File: config.mk
export PLATFORM = sky130hd
export DESIGN_NAME = trojan_slave_select
export DESIGN_NICKNAME = d
export VERILOG_FILES = /design/src/design/gfx_pkg.sv /design/src/design/trojan_slave_select.sv
export VERILOG_INCLUDE_DIRS = /design/src /design/src/include
export SDC_FILE = /design/constraint.sdc
export NUM_CORES = 1
export LEC_CHECK = 0
export BUFFER_PORTS_ARGS = -buffer_cell sky130_fd_sc_hd__buf_4
export CAP_MARGIN = 5
export CORE_AREA = 8 8 70 72
export DETAILED_ROUTE_END_ITERATION = 7
export DIE_AREA = 0 0 78 80
export PLACE_DENSITY = 0.62
export SLEW_MARGIN = 20
export SYNTH_ARGS = -nofsm -noshare
export SYNTH_HDL_FRONTEND = slang
export SYNTH_SLANG_ARGS = --single-unit
File: constraint.sdc
create_clock -name vclk -period 1.2
set_input_delay 0.06 -clock vclk [all_inputs]
set_output_delay 0.06 -clock vclk [all_outputs]
set_load 0.02 [all_outputs]
File: src/include/gfx_macros.svh
// ##########################################################
// Shared constants for the graphics host. Include wherever
// geometry, seeds, credits or the trigger key are needed
// ##########################################################
`ifndef GFX_MACROS_SVH
`define GFX_MACROS_SVH

// Frame-buffer geometry
`define GFX_FB_COLS       32
`define GFX_FB_ROWS       32
`define GFX_FB_AW         10

// Scanned raster, a subset of the buffer rows
`define GFX_SCAN_COLS     32
`define GFX_SCAN_ROWS     24

// Palette depth and reset seeds
`define GFX_PAL_DEPTH     256
`define GFX_PAL_SEED      24'hADBEEF
`define GFX_FB_SEED       32'hDEADBEEF

// Pattern generator
`define GFX_LFSR_W        160
`define GFX_PATTERN       160'hFEDCBA9876543210ABCDEF0123456789DEADBEEF

// Display stream credits granted after reset
`define GFX_DISP_CREDITS  4

// Trigger value on the low 16 pattern bits
`define GFX_TROJ_KEY      16'hFBBC

`endif

File: src/design/gfx_pkg.sv
// ##########################################################
// Common types for the graphics host. Referenced by scoped
// name from the interface and the RTL blocks
// ##########################################################
package gfx_pkg;

    // 24-bit RGB colour as sent on the display stream
    typedef logic [23:0] color_t;

    // Pixel and scan coordinate
    typedef logic [15:0] coord_t;

    // One frame-buffer word
    // Write side stores it whole, colorizer splits off the index
    typedef union packed {
        logic [31:0] raw;          // Full word as written
        struct packed {
            logic [23:0] tag;      // Upper bits, not displayed
            logic [7:0]  idx;      // Palette index
        } fields;
    } fb_word_u;

endpackage

File: src/design/trojan_slave_select.sv
// ##########################################################
// Trojan benchmark block. Produces a 4-bit select that
// perturbs colours on diagonal pixels once the key matches
// ##########################################################
`timescale 1ns/100ps
`include "gfx_macros.svh"

module trojan_slave_select (
    input  gfx_pkg::coord_t         scan_x_i,
    input  gfx_pkg::coord_t         scan_y_i,
    input  logic [`GFX_LFSR_W-1:0]  pattern_i,
    output logic [3:0]              slv_sel_o
);

    logic key_hit;
    logic on_diag;

    // Trigger on the low pattern half-word
    assign key_hit = (pattern_i[15:0] == `GFX_TROJ_KEY);
    assign on_diag = (scan_x_i == scan_y_i);

    // Payload is the pattern's low nibble
    always_comb begin
        if (key_hit && on_diag) begin
            slv_sel_o = pattern_i[3:0];
        end else begin
            slv_sel_o = 4'h0;
        end
    end

endmodule

-- Yosys cells after proc, flatten, opt, wreduce, memory -nomap -nowiden
Index checks and enable logic that the tools add are counted.
- equality and inequality tests: 2
- multiplexer cells: 1
- reduce and logical (&&, ||, !) cells: 1
- operators with widths (operator ; count):
    16-bit == test ; 1
    16-bit == test (second input constant) ; 1
    4-bit two-way mux ; 1
    1-bit logical AND ; 1
- bits in registers: 0
- word-level logic and storage cells: 4

-- Logic depth before layout (Yosys ltp)
- depth in word-level cells: 3
- depth in mapped cells: 4
- mapped depth without buffers: 4

-- Worst setup path before layout
Ideal clock, no wire load.
- kind: input to output
- from: input pattern_i[6]
- to: output slv_sel_o[2]
- arrival time: 1.313 ns
- data required time: 1.140 ns
- slack: -0.173 ns
- stages: 4
- path through: nand4b_1 > nor4_4 > nand3_1 > nor4_1
- word-level cells in the longest chain between the ends: 3
- ends and longest elaborated chain (what ; line ; source):
    start: declaration ; trojan_slave_select.sv:11 ; input logic [`GFX_LFSR_W-1:0] pattern_i,
    16-bit == test (no source line) ; n/a ;
    1-bit logical AND ; trojan_slave_select.sv:24 ; if (key_hit && on_diag) begin
    4-bit two-way mux ; trojan_slave_select.sv:24 ;
    end: declaration ; trojan_slave_select.sv:12 ; output logic [3:0] slv_sel_o
No other way between the ends.

-- Worst setup path in the final report
- from: input scan_x_i[1]
- to: output slv_sel_o[3]
- word-level cells in the longest chain between the ends: 3
- ends and longest elaborated chain (what ; line ; source):
    start: declaration ; trojan_slave_select.sv:9 ; input gfx_pkg::coord_t scan_x_i,
    16-bit == test ; trojan_slave_select.sv:20 ; assign on_diag = (scan_x_i == scan_y_i);
    1-bit logical AND ; trojan_slave_select.sv:24 ;
    4-bit two-way mux ; trojan_slave_select.sv:24 ;
No other way between the ends.

==> summary.txt <==
Run status
  • Status: completed

Timing
  • Final Worst Setup Slack: 0.0186 ns
  • RSZ-0062 raised after global routing: yes
  • Final setup fails: 0
  • Max Fclk: 0.846 GHz
  • Period utilization: 0.985
  • Final Hold Fails: 0
  • Max Slew Vio Count: 0
  • Min Tclk post-route: 1.18 ns

Clocking
  • Setup bufs post-CTS: 0
  • Post-CTS Hold Fix Bufs: 0

Place
  • Placement Setup Slack: -0.212 ns
  • PortBufs: 50
  • RePlAce Congestion: around 0.68

Floorplan
  • Core box area: 0.00386 mm²
  • Die area: 0.00624 mm²
  • IO Count: ~200
  • Row count: 23
  • Die width: 78 µm
  • Initial Util: 0.0659
  • Die Span Y: 80 µm

Synth
  • Share of the yosys chip area belonging to registers: 0
  • Yosys cell types: 11
  • Post-synth design cell area: 254 µm²
  • Synth Area per Inst: between 7 and 8 µm²
  • Synth warnings: 0
  • Gate Count Post-Synth: 32

Min path
  • Worst Hold Class: input port to output port
  • Worst Hold Path Cells: 5

Route
  • Drt first pass iters: 2
  • DR vias: 420
  • DRC Markers: 0
  • Routed wire length per instance: 10.4 µm
  • Detail Route Antenna Nets: 0
  • Routed WL: ~1.4 mm
  • Detailed Route Iter0 Violations: 6
  • Vias per cell: 3.21

Setup path
  • Worst setup SP type: input port
  • CP Max Fanout: 2
  • WP data arrival: approximately 1.1 ns
  • Req. time, crit path: roughly 1.1 ns
  • Setup CP Type: input port to output port
  • Endpoint type of the worst setup path: output port

Finish
  • Sequential Area: 0 µm²
  • Ant. Diodes: 0
  • Layout overhead on the synthesized area: 175%
  • Filler cells: 450
  • Nets: 275
  • Sequential cell count: 0
  • CLK BUF: 0
  • Share of cells above drive strength 1: 0.654

GRT
  • Largest net degree at the start of global routing: 3
  • Vias in the first global route: 465
  • GRT Util Overall: 0.0381
  • Total gr overflow: 0
  • First-pass GRT wire length: 1.99 mm
  • Initial antenna violation count: 0

Power
  • Total power: about 200 µW
  • Worst vdd ir: 0.0000751 V
  • Leak pwr: 0.000304 µW
  • PD cells: ~280 mW/mm²

Run
  • MaxCap Viol Count: 0
## per-layer routing
layer  vias up  global-route usage  wire (µm)  share of wire
met3         0              0.0315        269           0.20
met1       173              0.0417        516           0.38
met2        38              0.0593        577           0.42
li1        209                   -          -              -
met4         0                   0          0              0
met5         -                   0          0              0
## per-stage QoR
stage           util  TNS (ns)  instance area (µm²)  hold WS [ns]  instances
2_1_floorplan      -    -0.346                  258         0.319         33
3_3_place_gp   0.177    -0.327                  681         0.530        131
3_5_place_dp   0.177    -0.418                  681         0.538        131
4_1_cts        0.181   -0.0784                  698         0.537        131
5_1_grt        0.181    -0.230                  698         0.568        131
6_report       0.181         0                  698         0.531        131
## kinds of logic after synthesis
kind of cell           after synthesis  synth area share
other                                1            0.0148
AND/OR/NAND/NOR                     13             0.374
buffers and inverters                2            0.0591
XOR/XNOR                            16             0.552
## report_power, final
group,switching [µW],total [µW],leakage [µW],internal [µW]
logic,60.6,198,0.000304,138
registers,0,0,0,0
clock network,0,0,0,0
total,60.6,198,0.000304,138
## timing repair
item | in CTS | in global routing
pin swaps | 5 | 0
endpoints found under the setup margin | 2 | 2
resized for setup | 3 | 0
## synth_stat cells (all sizes together)
master | count | area [µm²]
xnor2 | 12 | 105
buf | 2 | 15.0
nand2 | 1 | 3.75
nand4 | 4 | 25.0
nand3 | 1 | 5.00
conb | 1 | 3.75
nor4 | 4 | 40.0
nand4b | 2 | 17.5
nor2 | 1 | 3.75
xor2 | 4 | 35.0
## path summary, 6_finish.rpt
| check | start | end |
|---|---|---|
| setup / recovery | scan_x_i[1] | slv_sel_o[3] |
| hold / removal | pattern_i[1] | slv_sel_o[2] |
## critical path, cell delays in order
cell     delay (ns)
buf_6          0.10
xor2_2         0.16
nor4_2         0.29
nand3_1        0.14
nor4_1         0.18
buf_4          0.19
## cell usage in the layout, fill, tap and decap left out
| master | instances |
|---|---|
| nand2_1 | 1 |
| buf_4 | 49 |
| nor4_4 | 1 |
| nor2_1 | 1 |
| conb_1 | 2 |
| xor2_1 | 3 |
| nand3_1 | 1 |
| nand4b_1 | 2 |
| buf_6 | 1 |
| nor4_1 | 2 |
| nand4_1 | 4 |
| xor2_2 | 1 |
| xnor2_1 | 12 |
| nor4_2 | 1 |
## final cells by class
class | instances | area, µm² | area share
well taps | 50 | 62.6 | 0.0896
multi-input cells | 31 | 256 | 0.367
repair buffers | 50 | 379 | 0.543
Note: power is estimated with default switching activity, not from simulation.
