==> src/include/gfx_macros.svh <==
// ##########################################################
// Shared constants for the graphics host. Include wherever
// geometry, seeds, credits or the trigger key are needed
// ##########################################################
`ifndef GFX_MACROS_SVH
`define GFX_MACROS_SVH

// Frame-buffer geometry
`define GFX_FB_COLS       32
`define GFX_FB_ROWS       32
`define GFX_FB_AW         10

// Scanned raster, a subset of the buffer rows
`define GFX_SCAN_COLS     32
`define GFX_SCAN_ROWS     24

// Palette depth and reset seeds
`define GFX_PAL_DEPTH     256
`define GFX_PAL_SEED      24'hADBEEF
`define GFX_FB_SEED       32'hDEADBEEF

// Pattern generator
`define GFX_LFSR_W        160
`define GFX_PATTERN       160'hFEDCBA9876543210ABCDEF0123456789DEADBEEF

// Display stream credits granted after reset
`define GFX_DISP_CREDITS  4

// Trigger value on the low 16 pattern bits
`define GFX_TROJ_KEY      16'hFBBC

`endif

==> src/design/gfx_pkg.sv <==
// ##########################################################
// Common types for the graphics host. Referenced by scoped
// name from the interface and the RTL blocks
// ##########################################################
package gfx_pkg;

    // 24-bit RGB colour as sent on the display stream
    typedef logic [23:0] color_t;

    // Pixel and scan coordinate
    typedef logic [15:0] coord_t;

    // One frame-buffer word
    // Write side stores it whole, colorizer splits off the index
    typedef union packed {
        logic [31:0] raw;          // Full word as written
        struct packed {
            logic [23:0] tag;      // Upper bits, not displayed
            logic [7:0]  idx;      // Palette index
        } fields;
    } fb_word_u;

endpackage

==> src/design/gfx_if.sv <==
// ##########################################################
// Frame-buffer port bundle. The scanner reads through it and
// the memory serves both the write and the read side
// ##########################################################
`timescale 1ns/100ps
`include "gfx_macros.svh"

interface fb_if;

    // Write side
    logic                   wr_en;
    logic [`GFX_FB_AW-1:0]  wr_addr;
    gfx_pkg::fb_word_u      wr_data;

    // Read side, data valid one cycle after rd_en
    logic                   rd_en;
    logic [`GFX_FB_AW-1:0]  rd_addr;
    gfx_pkg::fb_word_u      rd_data;

    // Observer of write traffic
    modport write (
        input wr_en,
        input wr_addr,
        input wr_data
    );

    // Read requester and data consumer
    modport read (
        output rd_en,
        output rd_addr,
        input  rd_data
    );

    // Memory decodes its own write port and answers reads
    modport mem (
        output wr_en,
        output wr_addr,
        output wr_data,
        input  rd_en,
        input  rd_addr,
        output rd_data
    );

endinterface

==> src/design/raster_scan.sv <==
// ##########################################################
// Raster scanner. Walks 32 columns by 24 rows after a frame
// start and issues one read per available display credit
// ##########################################################
`timescale 1ns/100ps
`include "gfx_macros.svh"

module raster_scan (
    input  logic              clk,
    input  logic              rst,
    input  logic              frame_start_i,
    input  logic              display_credit_i,
    fb_if.read                fb,
    output gfx_pkg::coord_t   scan_x_o,
    output gfx_pkg::coord_t   scan_y_o,
    output logic              issue_o,
    output logic              line_end_o,
    output logic              frame_end_o
);

    localparam int CW = $clog2(`GFX_DISP_CREDITS + 1);
    localparam int XW = $clog2(`GFX_FB_COLS);
    localparam int YW = `GFX_FB_AW - XW;

    localparam logic [1:0] ST_IDLE  = 2'd0;
    localparam logic [1:0] ST_SCAN  = 2'd1;
    localparam logic [1:0] ST_DRAIN = 2'd2;

    logic [1:0]       state;
    logic             drain_cnt;    // Covers memory and palette stages
    logic [CW-1:0]    credits;
    gfx_pkg::coord_t  x_q;
    gfx_pkg::coord_t  y_q;
    logic             issue;
    logic             last_col;
    logic             last_row;

    assign last_col = (x_q == gfx_pkg::coord_t'(`GFX_SCAN_COLS - 1));
    assign last_row = (y_q == gfx_pkg::coord_t'(`GFX_SCAN_ROWS - 1));

    // One read per cycle while scanning and holding a credit
    assign issue = (state == ST_SCAN) && (credits != '0);

    assign fb.rd_en   = issue;
    assign fb.rd_addr = {y_q[YW-1:0], x_q[XW-1:0]};

    assign issue_o     = issue;
    assign scan_x_o    = x_q;
    assign scan_y_o    = y_q;
    assign line_end_o  = issue && last_col;
    assign frame_end_o = issue && last_col && last_row;

    // Credits leave with each read and come back from the sink
    always_ff @(posedge clk or posedge rst) begin
        if (rst) begin
            credits <= CW'(`GFX_DISP_CREDITS);
        end else begin
            credits <= credits - CW'(issue) + CW'(display_credit_i);
        end
    end

    always_ff @(posedge clk or posedge rst) begin
        if (rst) begin
            state     <= ST_IDLE;
            drain_cnt <= 1'b0;
            x_q       <= '0;
            y_q       <= '0;
        end else begin
            case (state)
                ST_IDLE: begin
                    if (frame_start_i) begin   // Only accepted here
                        x_q   <= '0;
                        y_q   <= '0;
                        state <= ST_SCAN;
                    end
                end
                ST_SCAN: begin
                    if (issue) begin
                        if (last_col) begin
                            x_q <= '0;
                            if (last_row) begin
                                y_q       <= '0;
                                drain_cnt <= 1'b0;
                                state     <= ST_DRAIN;
                            end else begin
                                y_q <= y_q + 1'b1;
                            end
                        end else begin
                            x_q <= x_q + 1'b1;
                        end
                    end
                end
                ST_DRAIN: begin
                    // Wait out the last pixel in flight
                    if (drain_cnt) begin
                        state <= ST_IDLE;
                    end
                    drain_cnt <= 1'b1;
                end
                default: state <= ST_IDLE;
            endcase
        end
    end

endmodule

==> src/flat_wrapper.sv <==
// flat-port wrapper written by rule: the top's interface ports become plain ports
module raster_scan_flat 
  (clk, rst, frame_start_i, display_credit_i, scan_x_o, scan_y_o, issue_o, line_end_o, frame_end_o, fb_rd_en, fb_rd_addr, fb_rd_data);
  fb_if fb_i ();
  input  logic clk;
  input  logic rst;
  input  logic frame_start_i;
  input  logic display_credit_i;
  output gfx_pkg::coord_t scan_x_o;
  output gfx_pkg::coord_t scan_y_o;
  output logic issue_o;
  output logic line_end_o;
  output logic frame_end_o;
  output wire logic [$bits(fb_i.rd_en)-1:0] fb_rd_en;
  output wire logic [$bits(fb_i.rd_addr)-1:0] fb_rd_addr;
  input wire logic [$bits(fb_i.rd_data)-1:0] fb_rd_data;
  assign fb_rd_en = fb_i.rd_en;
  assign fb_rd_addr = fb_i.rd_addr;
  assign fb_i.rd_data = fb_rd_data;
  raster_scan u_core (.clk(clk), .rst(rst), .frame_start_i(frame_start_i), .display_credit_i(display_credit_i), .fb(fb_i), .scan_x_o(scan_x_o), .scan_y_o(scan_y_o), .issue_o(issue_o), .line_end_o(line_end_o), .frame_end_o(frame_end_o));
endmodule
==> config.mk <==
export PLATFORM = sky130hd
export DESIGN_NAME = raster_scan_flat
export DESIGN_NICKNAME = d
export VERILOG_FILES = /design/src/design/gfx_pkg.sv /design/src/design/gfx_if.sv /design/src/design/raster_scan.sv /design/src/flat_wrapper.sv
export VERILOG_INCLUDE_DIRS = /design/src /design/src/include
export SDC_FILE = /design/constraint.sdc
export NUM_CORES = 1
export LEC_CHECK = 0
export ABC_AREA = 1
export BUFFER_PORTS_ARGS = -buffer_cell sky130_fd_sc_hd__buf_2
export CAP_MARGIN = 15
export CELL_PAD_IN_SITES_DETAIL_PLACEMENT = 0
export CELL_PAD_IN_SITES_GLOBAL_PLACEMENT = 1
export CORE_MARGIN = 2
export CORE_UTILIZATION = 35
export CTS_CLUSTER_SIZE = 14
export DETAILED_ROUTE_END_ITERATION = 6
export GPL_TIMING_DRIVEN = 0
export PLACE_DENSITY_LB_ADDON = 0.1
export RECOVER_POWER = 25
export SETUP_SLACK_MARGIN = 0.3
export SKIP_LAST_GASP = 1
export SYNTH_ARGS = -nofsm -noshare
export SYNTH_HDL_FRONTEND = slang
export SYNTH_SLANG_ARGS = --single-unit
==> constraint.sdc <==
create_clock -name clk -period 2.5 [get_ports clk]
set_input_delay 0.125 -clock clk [delete_from_list [all_inputs] [get_ports clk]]
set_output_delay 0.125 -clock clk [all_outputs]
set_load 0.05 [all_outputs]
# After elaboration in Yosys (flattened, before gate mapping)
# Index checks and enable logic that the tools add are counted.
# op_classes
n_eq_ne	9
n_addsub	4
mux	18
reduce_logical	11
# op_table
operator	n
$mux W16	6
$pmux W16 S2	2
$add A16 B1 Y16 const B	2
$eq A16 B5 Y1 const B	2
$mux W2	5
$ne A2 B1 Y1 const B	4
$reduce_and A4 Y1	2
$pmux W2 S3	1
$reduce_and A5 Y1	1
$reduce_bool A2 Y1	2
$add A3 B1 Y3	1
$logic_and A1 B1 Y1	3
$mux W1	3
$reduce_and A3 Y1	1
$reduce_bool A3 Y1	1
$sub A3 B1 Y3	1
$eq A2 B1 Y1 const B	1
$eq A2 B2 Y1 const B	1
$logic_not A2 Y1	1
$ne A2 B2 Y1 const B	1
$pmux W1 S2	1
# totals
reg_bits	38
word_cells	47
input_bits	36

# Longest topological paths before layout
# Gate-level depths: netlist of run 1.
# depth
depth_word	5
ltp_mapped	10
mapped_depth_nobuf	10

# Worst setup path after synthesis of run 1
# No wires, ideal clock.
# synth_path
kind	register to register
start	reg u_core.credits[2]
end	reg u_core.credits[2]
n_path_buf	0
period_less_slack_ns	2.251
slack_ns	0.249
path_stages_with_launch	11
arrival_time_ns	2.176
setup_time_ns	0.075
path_cell_list	dfstp_2 -> nor2_1 -> nand2_1 -> nand2_1 -> inv_1 -> ha_1 -> inv_1 -> ha_1 -> fa_1 -> xnor2_1 -> xor2_1
# synth_via
elab_chain_cells	4
# synth_lines
element	line	text
start: declaration	raster_scan.sv:31	logic [CW-1:0] credits;
start signal: assignment	raster_scan.sv:56	credits <= CW'(`GFX_DISP_CREDITS);
start signal: assignment	raster_scan.sv:58	credits <= credits - CW'(issue) + CW'(display_credit_i);
$reduce_bool A3 Y1	raster_scan.sv:42	assign issue = (state == ST_SCAN) && (credits != '0);
$logic_and A1 B1 Y1	raster_scan.sv:42	
named net fb_rd_en	flat_wrapper.sv:14	output wire logic [$bits(fb_i.rd_en)-1:0] fb_rd_en;
$sub A3 B1 Y3	raster_scan.sv:58	
$add A3 B1 Y3	raster_scan.sv:58	
# The timed path passes the listed nets, and every way through them passes these cells.
# A chain may end at the register's enable or synchronous reset.

# Worst setup path after layout of run 1
# layout_path
start	reg u_core.credits[1]
end	reg u_core.credits[2]
# layout_via
elab_chain_cells	4
# layout_lines
element	line
$reduce_bool A3 Y1	raster_scan.sv:42
$logic_and A1 B1 Y1	raster_scan.sv:42
$sub A3 B1 Y3 (*)	raster_scan.sv:58
$add A3 B1 Y3 (*)	raster_scan.sv:58
# Every way passes the cells marked *; elsewhere a longest branch is shown, timed or not.

==> results.json, run 1 <==
{
  "drtIter0Drc": 102,
  "rsz0062_at_grt": "no",
  "fin_cells": 507,
  "synth.top_cell.area_share_pct": 36.2,
  "syn_inst": 351,
  "criticalPathCategory": "reg2reg",
  "finalSetupViolations": 0,
  "whs_endpoint": "u_core.credits[0]",
  "num-nets-final": 448,
  "hold_depth": 2,
  "seq_area_frac_synth_pct": 37.2,
  "yosysWarnings": 0,
  "grt_pass1_wl_um": 10900,
  "die_x_um": 89.5,
  "clock.fmax_ghz": 0.486,
  "status": "finished with violations",
  "cts_root_buf": "clkbuf_8",
  "cts_setup_buffers": 0,
  "ant_nets": 0,
  "synth_largest_area_cell": "dfrtp_1",
  "layout_min_cycle_time_ns": 2.06,
  "worst_pin_slew_ns": 1.51,
  "drt_first_pass_iters": 4,
  "critPathMaxFanout": 4,
  "power_density_nw_per_um2": 793,
  "reg2reg_to": "u_core.credits[2]",
  "start_util_pct": 35.6,
  "layout_commonest_cell": "nand2_1",
  "overflow": 0,
  "cp.required_ns": 2.73,
  "die_y_um": 89.5,
  "syn_avg_cell_area_um2": 7.29,
  "port_buffers": 49,
  "finalCritPeriodShare_pct": 82.3,
  "drcViolationCount": 0,
  "rrSetupSlack_ns": 0.44,
  "hold_viol_final": 0,
  "core_um2": 7180,
  "gp_congestion": 0.852,
  "end_kind": "flop",
  "num_vias": 2402,
  "wl_per_cell_um": 13.2,
  "critPathLaunchType": "flop",
  "setup_tns_ns": 0,
  "drive_gt1_share_pct": 27.5,
  "fin_worst_skew_ns": 0.00921,
  "synth_nets": 392,
  "peakVddDrop_mv": 0.479,
  "io-pin-count": 82,
  "slew-limit-headroom_pct": -0.515,
  "hold_start": "display_credit_i",
  "cts.sinks": 38,
  "grt_busiest_layer": "met2",
  "hold_buffers": 0,
  "fillers": 793,
  "rr_startpoint": "u_core.credits[1]",
  "grt_pass1_vias": 2326,
  "diodes": 0,
  "numCtsBuffers": 5,
  "viasPerCell": 4.74,
  "post_cts_resize_count": 0,
  "antenna_found_initial": 0,
  "clk_pin_slew_worst_paths_ns": 0.08,
  "use_met1_pct": 21.9,
  "cts_max_level": 2,
  "maxCapViolCount": 1,
  "dieArea_um2": 8010,
  "synth_area_um2": 2560,
  "rows": 31,
  "areaGrowthSynthToFinish_pct": 19.1,
  "slew_viol_final": 39,
  "clkLatencyLatePin_ns": 0.30,
  "dp_cells": 499,
  "hpwlAfterDp_um": 4900,
  "yosys_register_bits": 38,
  "synth.area.top_cells": "dfrtp_1 (36%), nand2_1 (13%), nand3_1 (8.6%)",
  "leakagePower_uw": 0.00155,
  "use_met3_pct": 2.40,
  "synth.distinct_cells": 29,
  "final_cell_mix": "nand2_1 (86), buf_2 (52), nand3_1 (44), nor2_1 (44), dfrtp_1 (37)",
  "grt_max_degree": 39,
  "reg2reg_depth": 10,
  "seqCellArea_um2": 952,
  "grt_usage_pct": 18.0,
  "worst_hold_path_type": "in2reg",
  "globalRouteMet2Util_pct": 31.2,
  "violations": "capacitance limit, slew limit",
  "crit_arrival_ns": 2.29,
  "hold_ws_ns": 0.0703,
  "multi_input_area_um2": 1340,
  "drt_wl_total_um": 6720,
  "cts_tree": "done",
  "cts_buffer_depth": 2
}
[flip-flops by register name (all words and copies together) (netlist names)]
signal / cells
u_core.scan_y_o: 16
u_core.credits: 3
u_core.scan_x_o: 16
u_core.drain_cnt: 1
u_core.state: 2
[layer usage]
| metal | vias up | share of wire [%] | routed length (µm) |
|---|---|---|---|
| li1 | 1232 | - | - |
| met1 | 1101 | 45 | 3050 |
| met2 | 53 | 48 | 3220 |
| met3 | 16 | 3.4 | 230 |
| met4 | 0 | 3.3 | 221 |
| met5 | - | 0 | 0 |
[cells by family after synthesis]
family,after synthesis,synth area share (%)
xor+xnor,9,3.08
simple gates,212,38.1
compound gates,29,7.44
buf+inv,58,11.4
fa+ha+maj,5,2.74
flops,38,37.2
[worst max path at each step]
| stage | startpoint | endpoint | slack, ns | cells past startpoint |
|---|---|---|---|---|
| final | u_core.credits[1] | u_core.credits[2] | 0.44 | 10 |
| after global routing | u_core.credits[0] | u_core.credits[2] | 0.31 | 10 |
| after CTS | u_core.credits[0] | u_core.credits[2] | 0.41 | 10 |
| after detailed placement | u_core.credits[0] | u_core.credits[2] | 0.41 | 10 |
| after global placement | u_core.credits[1] | u_core.credits[2] | 0.45 | 10 |
| after floorplan | u_core.credits[1] | u_core.credits[2] | 0.29 | 10 |
[synth_stat cells]
cell and instances:
nand2_2 3, dfstp_2 1, and2_1 1, fa_1 1
nand2_4 2, inv_2 2, dfrtp_1 37, buf_4 13
nor2_4 3, or2_2 3, ha_1 4, inv_1 37
nand3b_1 3, nand3_1 44, o21ai_1 4, o21ai_2 11
nand2_1 87, nand4_1 14, nor2_2 5, nand3_2 1
o22ai_1 1, buf_6 3, nor2_1 44, o21bai_1 1
nor3_1 2, xnor2_1 1, xor2_1 8, o21ai_0 12
buf_2 3
[power by group]
group          total (µW)  internal [µW]  switching (µW)
clock network         445            223             223
logic                1130            344             786
registers             840            716             124
[worst max-delay path, stage by stage (launching register included)]
cell,delay [ns]
dfrtp_1,0.41
inv_2,0.08
nand2_1,0.09
nand2_2,0.12
clkinvlp_4,0.14
ha_4,0.27
inv_1,0.03
ha_1,0.18
fa_2,0.35
xnor2_2,0.17
xor2_1,0.15
[through the flow]
| stage | util, % | total power [µW] | cell area, µm² | setup WS [ns] |
|---|---|---|---|---|
| after global placement | 41.2 | 1980 | 2960 | 0.452 |
| after detailed placement | 41.2 | 2000 | 2960 | 0.405 |
| after floorplan | - | 1760 | 2590 | 0.289 |
| final | 42.5 | 2420 | 3050 | 0.442 |
| after global routing | 42.5 | 2580 | 3050 | 0.306 |
| after CTS | 42.5 | 2460 | 3050 | 0.413 |
[final cells by class]
class | count | area share, %
plain buffers | 19 | 4.80
clock buffers | 7 | 2.83
clock inverters | 1 | 0.164
inverters | 39 | 4.93
multi-input cells | 255 | 43.9
flip-flops and latches | 38 | 31.3
well taps | 99 | 4.07
repair buffers | 49 | 8.05
Power figures use the tool's default switching activity.
==> run 2: changes to the inputs <==
==> constraint.sdc (replaced) <==
create_clock -name clk -period 2 [get_ports clk]
set_input_delay 0.1 -clock clk [delete_from_list [all_inputs] [get_ports clk]]
set_output_delay 0.1 -clock clk [all_outputs]
set_load 0.05 [all_outputs]
==> run 2 against run 1 <==
Against the previous run:
- the flow still finishes with violations (capacitance limit, slew limit)
- critical path depth stayed put
- global-route usage is 0.45 points higher
- register-to-register slack worse by 0.36 ns
- clock skew is 0.0044 ns lower
- maximum frequency is 7.4% higher
- die area stayed put
- sequential power is 26% higher
- routed wire length is 1.7% higher
- sequential share of layout area is 2.5 points lower
- via count is 2.2% higher
- largest cell class unchanged
==> results.json, run 2 (same netlist as run 1, synthesis figures left out) <==
{
  "reg2reg_depth": 10,
  "critPathSlowestCell": "dfstp_2",
  "rsz0062_at_grt": "yes",
  "start_util_pct": 35.6,
  "slew_viol_final": 39,
  "fillers": 752,
  "cts_tree": "done",
  "crit_chain": "nor2_2 -> nand2_2 -> nand2_4 -> clkinvlp_4 -> ha_4 -> inv_2 -> ha_4 -> fa_2 -> xnor2_2 -> xor2_1",
  "grt_pass1_wl_um": 11300,
  "io-pin-count": 82,
  "finalCritPeriodShare_pct": 95.8,
  "power_density_nw_per_um2": 1060,
  "rrSetupSlack_ns": 0.08,
  "antenna_found_initial": 0,
  "wl_met2_um": 2980,
  "drcViolationCount": 0,
  "cts.sinks": 38,
  "wl_met3_um": 187,
  "critPathMaxFanout": 2,
  "hpwlAfterDp_um": 4860,
  "wl_per_cell_um": 13.1,
  "fin_area_um2": 3360,
  "criticalPathCategory": "reg2reg",
  "hold_depth": 2,
  "cp.required_ns": 2.23,
  "port_buffers": 49,
  "violations": "capacitance limit, slew limit",
  "cts_buffer_depth": 2,
  "num-nets-final": 463,
  "cts_max_level": 2,
  "worst_hold_path_type": "in2reg",
  "areaGrowthSynthToFinish_pct": 31.4,
  "peakVddDrop_mv": 0.615,
  "core_um2": 7180,
  "finalSetupViolations": 0,
  "diodes": 0,
  "post-route-util_pct": 46.8,
  "crit_top_cell": "ha_4",
  "crit_arrival_ns": 2.15,
  "critPathLaunchType": "flop",
  "max_stage_delay_ns": 0.38,
  "leakagePower_uw": 0.00164,
  "hold_viol_final": 0,
  "end_kind": "flop",
  "num_vias": 2454,
  "grt_usage_pct": 18.5,
  "numCtsBuffers": 5,
  "place_worst_setup_slack_ns": -0.0644,
  "multi_input_area_um2": 1450,
  "power_uw": 3550,
  "reg2reg_to": "u_core.credits[2]",
  "layout_commonest_cell": "nand2_1",
  "hold_start": "display_credit_i",
  "rows": 31,
  "grt_pass1_vias": 2256,
  "setup_ws_ns": 0.0834,
  "wirelength_met1_um": 3560,
  "drtIter0Drc": 95,
  "die_y_um": 89.5,
  "hold_ws_ns": 0.0475,
  "top_layer": "met4",
  "whs_endpoint": "u_core.credits[0]",
  "drt_wl_total_um": 6830,
  "dieArea_um2": 8010,
  "final_cell_mix": "nand2_1 (84), buf_2 (49), nand3_1 (42)",
  "die_x_um": 89.5,
  "drive_gt1_share_pct": 37.8,
  "ant_nets": 0,
  "drt_first_pass_iters": 4,
  "fin_worst_skew_ns": 0.00482,
  "gp_congestion": 0.775,
  "grt_max_degree": 39,
  "overflow": 0,
  "worst_pin_slew_ns": 1.56,
  "slew-limit-headroom_pct": -4.05,
  "clk_pin_slew_worst_paths_ns": 0.08,
  "dpl_cell_area_um2": 3000,
  "clkLatencyLatePin_ns": 0.30,
  "rr_startpoint": "u_core.credits[2]",
  "clock.fmax_ghz": 0.522,
  "status": "finished with violations",
  "cts_root_buf": "clkbuf_8",
  "seqCellArea_um2": 967,
  "layout_min_cycle_time_ns": 1.92,
  "viasPerCell": 4.70,
  "maxCapViolCount": 1
}
## run 2: power by group
group / internal [µW] / switching (µW) / total (µW)
registers: 906 / 158 / 1060
clock network: 533 / 310 / 843
logic: 570 / 1080 / 1650
## run 2: metrics by stage
step | TNS, ns | instances
after floorplan | -0.193 | 351
after global placement | -0.0412 | 499
after detailed placement | -0.0644 | 499
after CTS | 0 | 514
after global routing | -0.00591 | 522
final | 0 | 522
## run 2: layer usage
layer | vias to the layer above | global-route usage, %
met5 | - | 0
met4 | 0 | 5.02
met3 | 7 | 2.77
met2 | 38 | 28.0
met1 | 1137 | 27.3
li1 | 1272 | -
## run 2: worst max-delay path: cells and delay by family, from the launching register on
kind	cells	cell delay, ns
xor+xnor	2	0.30
fa+ha+maj	3	0.76
buf+inv	2	0.13
flops	1	0.38
simple gates	3	0.26
## run 2: how the worst max path moves through the flow
stage / from / end / slack [ns] / cells past startpoint
global route: u_core.credits[1] / u_core.credits[2] / -0.006 / 10
floorplan: u_core.credits[0] / u_core.credits[2] / -0.17 / 10
finish: u_core.credits[2] / u_core.credits[2] / 0.08 / 10
CTS: u_core.credits[2] / u_core.credits[2] / 0.06 / 10
detailed placement: u_core.credits[0] / u_core.credits[2] / -0.06 / 10
global placement: u_core.credits[0] / u_core.credits[2] / -0.04 / 10
## run 2: cell type report
| type | count | share of cell area (%) |
|---|---|---|
| Tap cell | 99 | 3.69 |
| Clock buffer | 6 | 2.46 |
| Multi-Input combinational cell | 255 | 43.2 |
| Clock inverter | 2 | 1.79 |
| Buffer | 19 | 4.36 |
| Sequential cell | 38 | 28.8 |
| Timing Repair Buffer | 64 | 11.2 |
| Inverter | 39 | 4.47 |
## run 2: repair_timing
| action | in CTS | in global routing |
|---|---|---|
| gates resized for setup | 15 | 22 |
| buffers inserted | 7 | 8 |
| pin swaps | 3 | 5 |
| hold buffers | 0 | 0 |
| setup endpoints to repair | 4 | 6 |
==> run 3: changes to the inputs <==
--- a/config.mk
+++ b/config.mk
@@ -8,7 +8,7 @@
 export LEC_CHECK = 0
 export ABC_AREA = 1
 export BUFFER_PORTS_ARGS = -buffer_cell sky130_fd_sc_hd__buf_2
-export CAP_MARGIN = 15
+export CAP_MARGIN = 20
 export CELL_PAD_IN_SITES_DETAIL_PLACEMENT = 0
 export CELL_PAD_IN_SITES_GLOBAL_PLACEMENT = 1
 export CORE_MARGIN = 2
@@ -16,7 +16,7 @@
 export CTS_CLUSTER_SIZE = 14
 export DETAILED_ROUTE_END_ITERATION = 6
 export GPL_TIMING_DRIVEN = 0
-export PLACE_DENSITY_LB_ADDON = 0.1
+export PLACE_DENSITY = 0.87
 export RECOVER_POWER = 25
 export SETUP_SLACK_MARGIN = 0.3
 export SKIP_LAST_GASP = 1
==> run 3 against run 2 <==
Against the previous run:
- the flow now finishes without violations
- combinational power is 2% higher
- global-route usage is 1.3 points lower
- clock skew is 0.0016 ns higher
- clock power is 32% lower
- first-iteration DRC count is 25% higher
- flip-flop and latch count stayed put
- final cell count is 0.19% lower
- worst setup slack better by 0.0061 ns
- sequential share of layout area is 0.57 points higher
- via count is 0.57% lower
- routed wire length is 5.7% lower
- utilization is 1.2 points lower
- critical path type unchanged
- largest cell class unchanged
- largest power group unchanged
- highest routed layer unchanged
==> results.json, run 3 (same netlist as run 1, synthesis figures left out) <==
{
  "reg2reg_to": "u_core.credits[2]",
  "grt_pass1_vias": 2235,
  "final_cell_mix": "nand2_1 (84), nand3_1 (42), nor2_1 (37)",
  "cts_tree": "done",
  "drive_gt1_share_pct": 31.3,
  "rsz0062_at_grt": "yes",
  "hold_start": "display_credit_i",
  "cts_max_level": 2,
  "die_y_um": 89.5,
  "port_buffers": 49,
  "rows": 31,
  "fin_worst_skew_ns": 0.00641,
  "die_x_um": 89.5,
  "cts.sinks": 38,
  "drtIter0Drc": 119,
  "areaGrowthSynthToFinish_pct": 28.0,
  "clk_pin_slew_worst_paths_ns": 0.08,
  "grt_max_degree": 39,
  "critPathLaunchType": "flop",
  "num_vias": 2440,
  "wl_per_cell_um": 12.4,
  "ant_nets": 0,
  "layout_min_cycle_time_ns": 1.91,
  "grt_pass1_wl_um": 10500,
  "crit_top_cell": "ha_4",
  "rr_startpoint": "u_core.credits[2]",
  "hpwlAfterDp_um": 4610,
  "maxCapViolCount": 0,
  "critPathTopFamily": "adder cells",
  "num-nets-final": 462,
  "path_buf_inv": 2,
  "worst_pin_slew_ns": 0.837,
  "overflow": 0,
  "criticalPathCategory": "reg2reg",
  "cts_root_buf": "clkbuf_8",
  "start_util_pct": 35.6,
  "critPathSlowestCell": "dfstp_2",
  "setup_tns_ns": 0,
  "dieArea_um2": 8010,
  "layout_commonest_cell": "nand2_1",
  "io-pin-count": 82,
  "leakagePower_uw": 0.00153,
  "finalCritPeriodShare_pct": 95.5,
  "crit_arrival_ns": 2.14,
  "power_frac_clock_pct": 17.2,
  "drt_wl_total_um": 6440,
  "power_frac_seq_pct": 31.7,
  "switching_share_pct": 46.2,
  "hold_viol_final": 0,
  "whs_endpoint": "u_core.credits[0]",
  "finalSetupViolations": 0,
  "antenna_found_initial": 0,
  "max_stage_delay_ns": 0.38,
  "power.switching_uw": 1530,
  "drcViolationCount": 0,
  "diodes": 0,
  "reg2reg_depth": 10,
  "drt_first_pass_iters": 4,
  "cp.required_ns": 2.23,
  "critPathMaxFanout": 2,
  "cts_buffer_depth": 2,
  "status": "finished, final reports clean",
  "internal_power_uw": 1780,
  "crit_chain": "nor2_2 -> nand2_2 -> nand2_4 -> clkinvlp_4 -> ha_4 -> inv_2 -> ha_4 -> fa_2 -> xnor2_2 -> xor2_1",
  "numCtsBuffers": 5,
  "power_frac_comb_pct": 51.1,
  "slew-limit-headroom_pct": 44.1,
  "slew_viol_final": 0,
  "grt_usage_pct": 17.2,
  "fillers": 729,
  "gp_congestion": 0.822,
  "clock.fmax_ghz": 0.523,
  "rrSetupSlack_ns": 0.09,
  "power_density_nw_per_um2": 1010,
  "viasPerCell": 4.68,
  "power_uw": 3320,
  "hold_depth": 2,
  "peakVddDrop_mv": 0.562,
  "end_kind": "flop",
  "core_um2": 7180,
  "worst_hold_path_type": "in2reg",
  "clkLatencyLatePin_ns": 0.30
}
run 3: cell count changes in the layout (fill, tap and decap cells not counted), sizes merged:
cell / previous run / this run
buf: 83 / 62
clkbuf: 6 / 25
bufinv: 2 / 0
clkinv: 0 / 1
clkinvlp: 1 / 2
dlygate4sd3: 0 / 1
run 3: worst max path at each step:
| stage | startpoint | to | slack [ns] | depth (start not counted) |
|---|---|---|---|---|
| 6_report | u_core.credits[2] | u_core.credits[2] | 0.09 | 10 |
| 5_1_grt | u_core.credits[0] | u_core.credits[2] | -0.02 | 10 |
| 4_1_cts | u_core.credits[0] | u_core.credits[2] | 0.08 | 10 |
| 3_5_place_dp | u_core.credits[0] | u_core.credits[2] | -0.04 | 10 |
| 3_3_place_gp | u_core.credits[0] | u_core.credits[2] | 0.008 | 10 |
| 2_1_floorplan | u_core.credits[0] | u_core.credits[2] | -0.17 | 10 |
run 3: stage by stage:
step	hold slack, ns	setup slack, ns	cells	area (µm²)	util [%]
3_5_place_dp	0.324	-0.0380	499	3000	41.7
5_1_grt	0.0346	-0.0225	521	3270	45.6
2_1_floorplan	0.232	-0.173	351	2630	-
3_3_place_gp	0.354	0.00803	499	3000	41.7
4_1_cts	0.0434	0.0845	516	3230	45.0
6_report	0.0500	0.0895	521	3270	45.6
run 3: repair_timing:
item | CTS | global route
pin swaps | 4 | 3
endpoints found under the setup margin | 4 | 6
endpoints found under the hold margin | 15 | 0
hold buffers | 1 | 0
buffers inserted | 8 | 5
gates resized for setup | 17 | 15
run 3: per-layer routing:
| metal | global-route usage [%] | wire, µm |
|---|---|---|
| met1 | 23.2 | 3070 |
| met2 | 27.9 | 3080 |
| met3 | 3.42 | 220 |
| met4 | 5.16 | 71 |
| met5 | 0 | 0 |
run 3: layout make-up:
cell class	instances	area (µm²)	share of cell area, %
flip-flops and latches	38	961	29.4
well taps	99	124	3.78
inverters	39	150	4.59
clock buffers	6	82.6	2.52
multi-input cells	255	1440	43.8
plain buffers	19	146	4.47
clock inverters	2	12.5	0.382
repair buffers	63	362	11.0
run 3: power by group through the flow:
stage          Sequential (µW)  Combinational, µW  Clock, µW
3_3_place_gp              1060               1430          0
5_1_grt                   1070               1840        629
6_report                  1050               1690        571
2_1_floorplan             1300                936          0
3_5_place_dp              1060               1460          0
4_1_cts                   1040               1630        593
run 3: worst register-to-register path: cells and delay by family (launching register included):
kind	cells	cell delay, ns
flip-flops	1	0.38
adder cells (fa/ha/maj)	3	0.76
AND/OR/NAND/NOR	3	0.27
XOR/XNOR	2	0.29
buffers and inverters	2	0.14
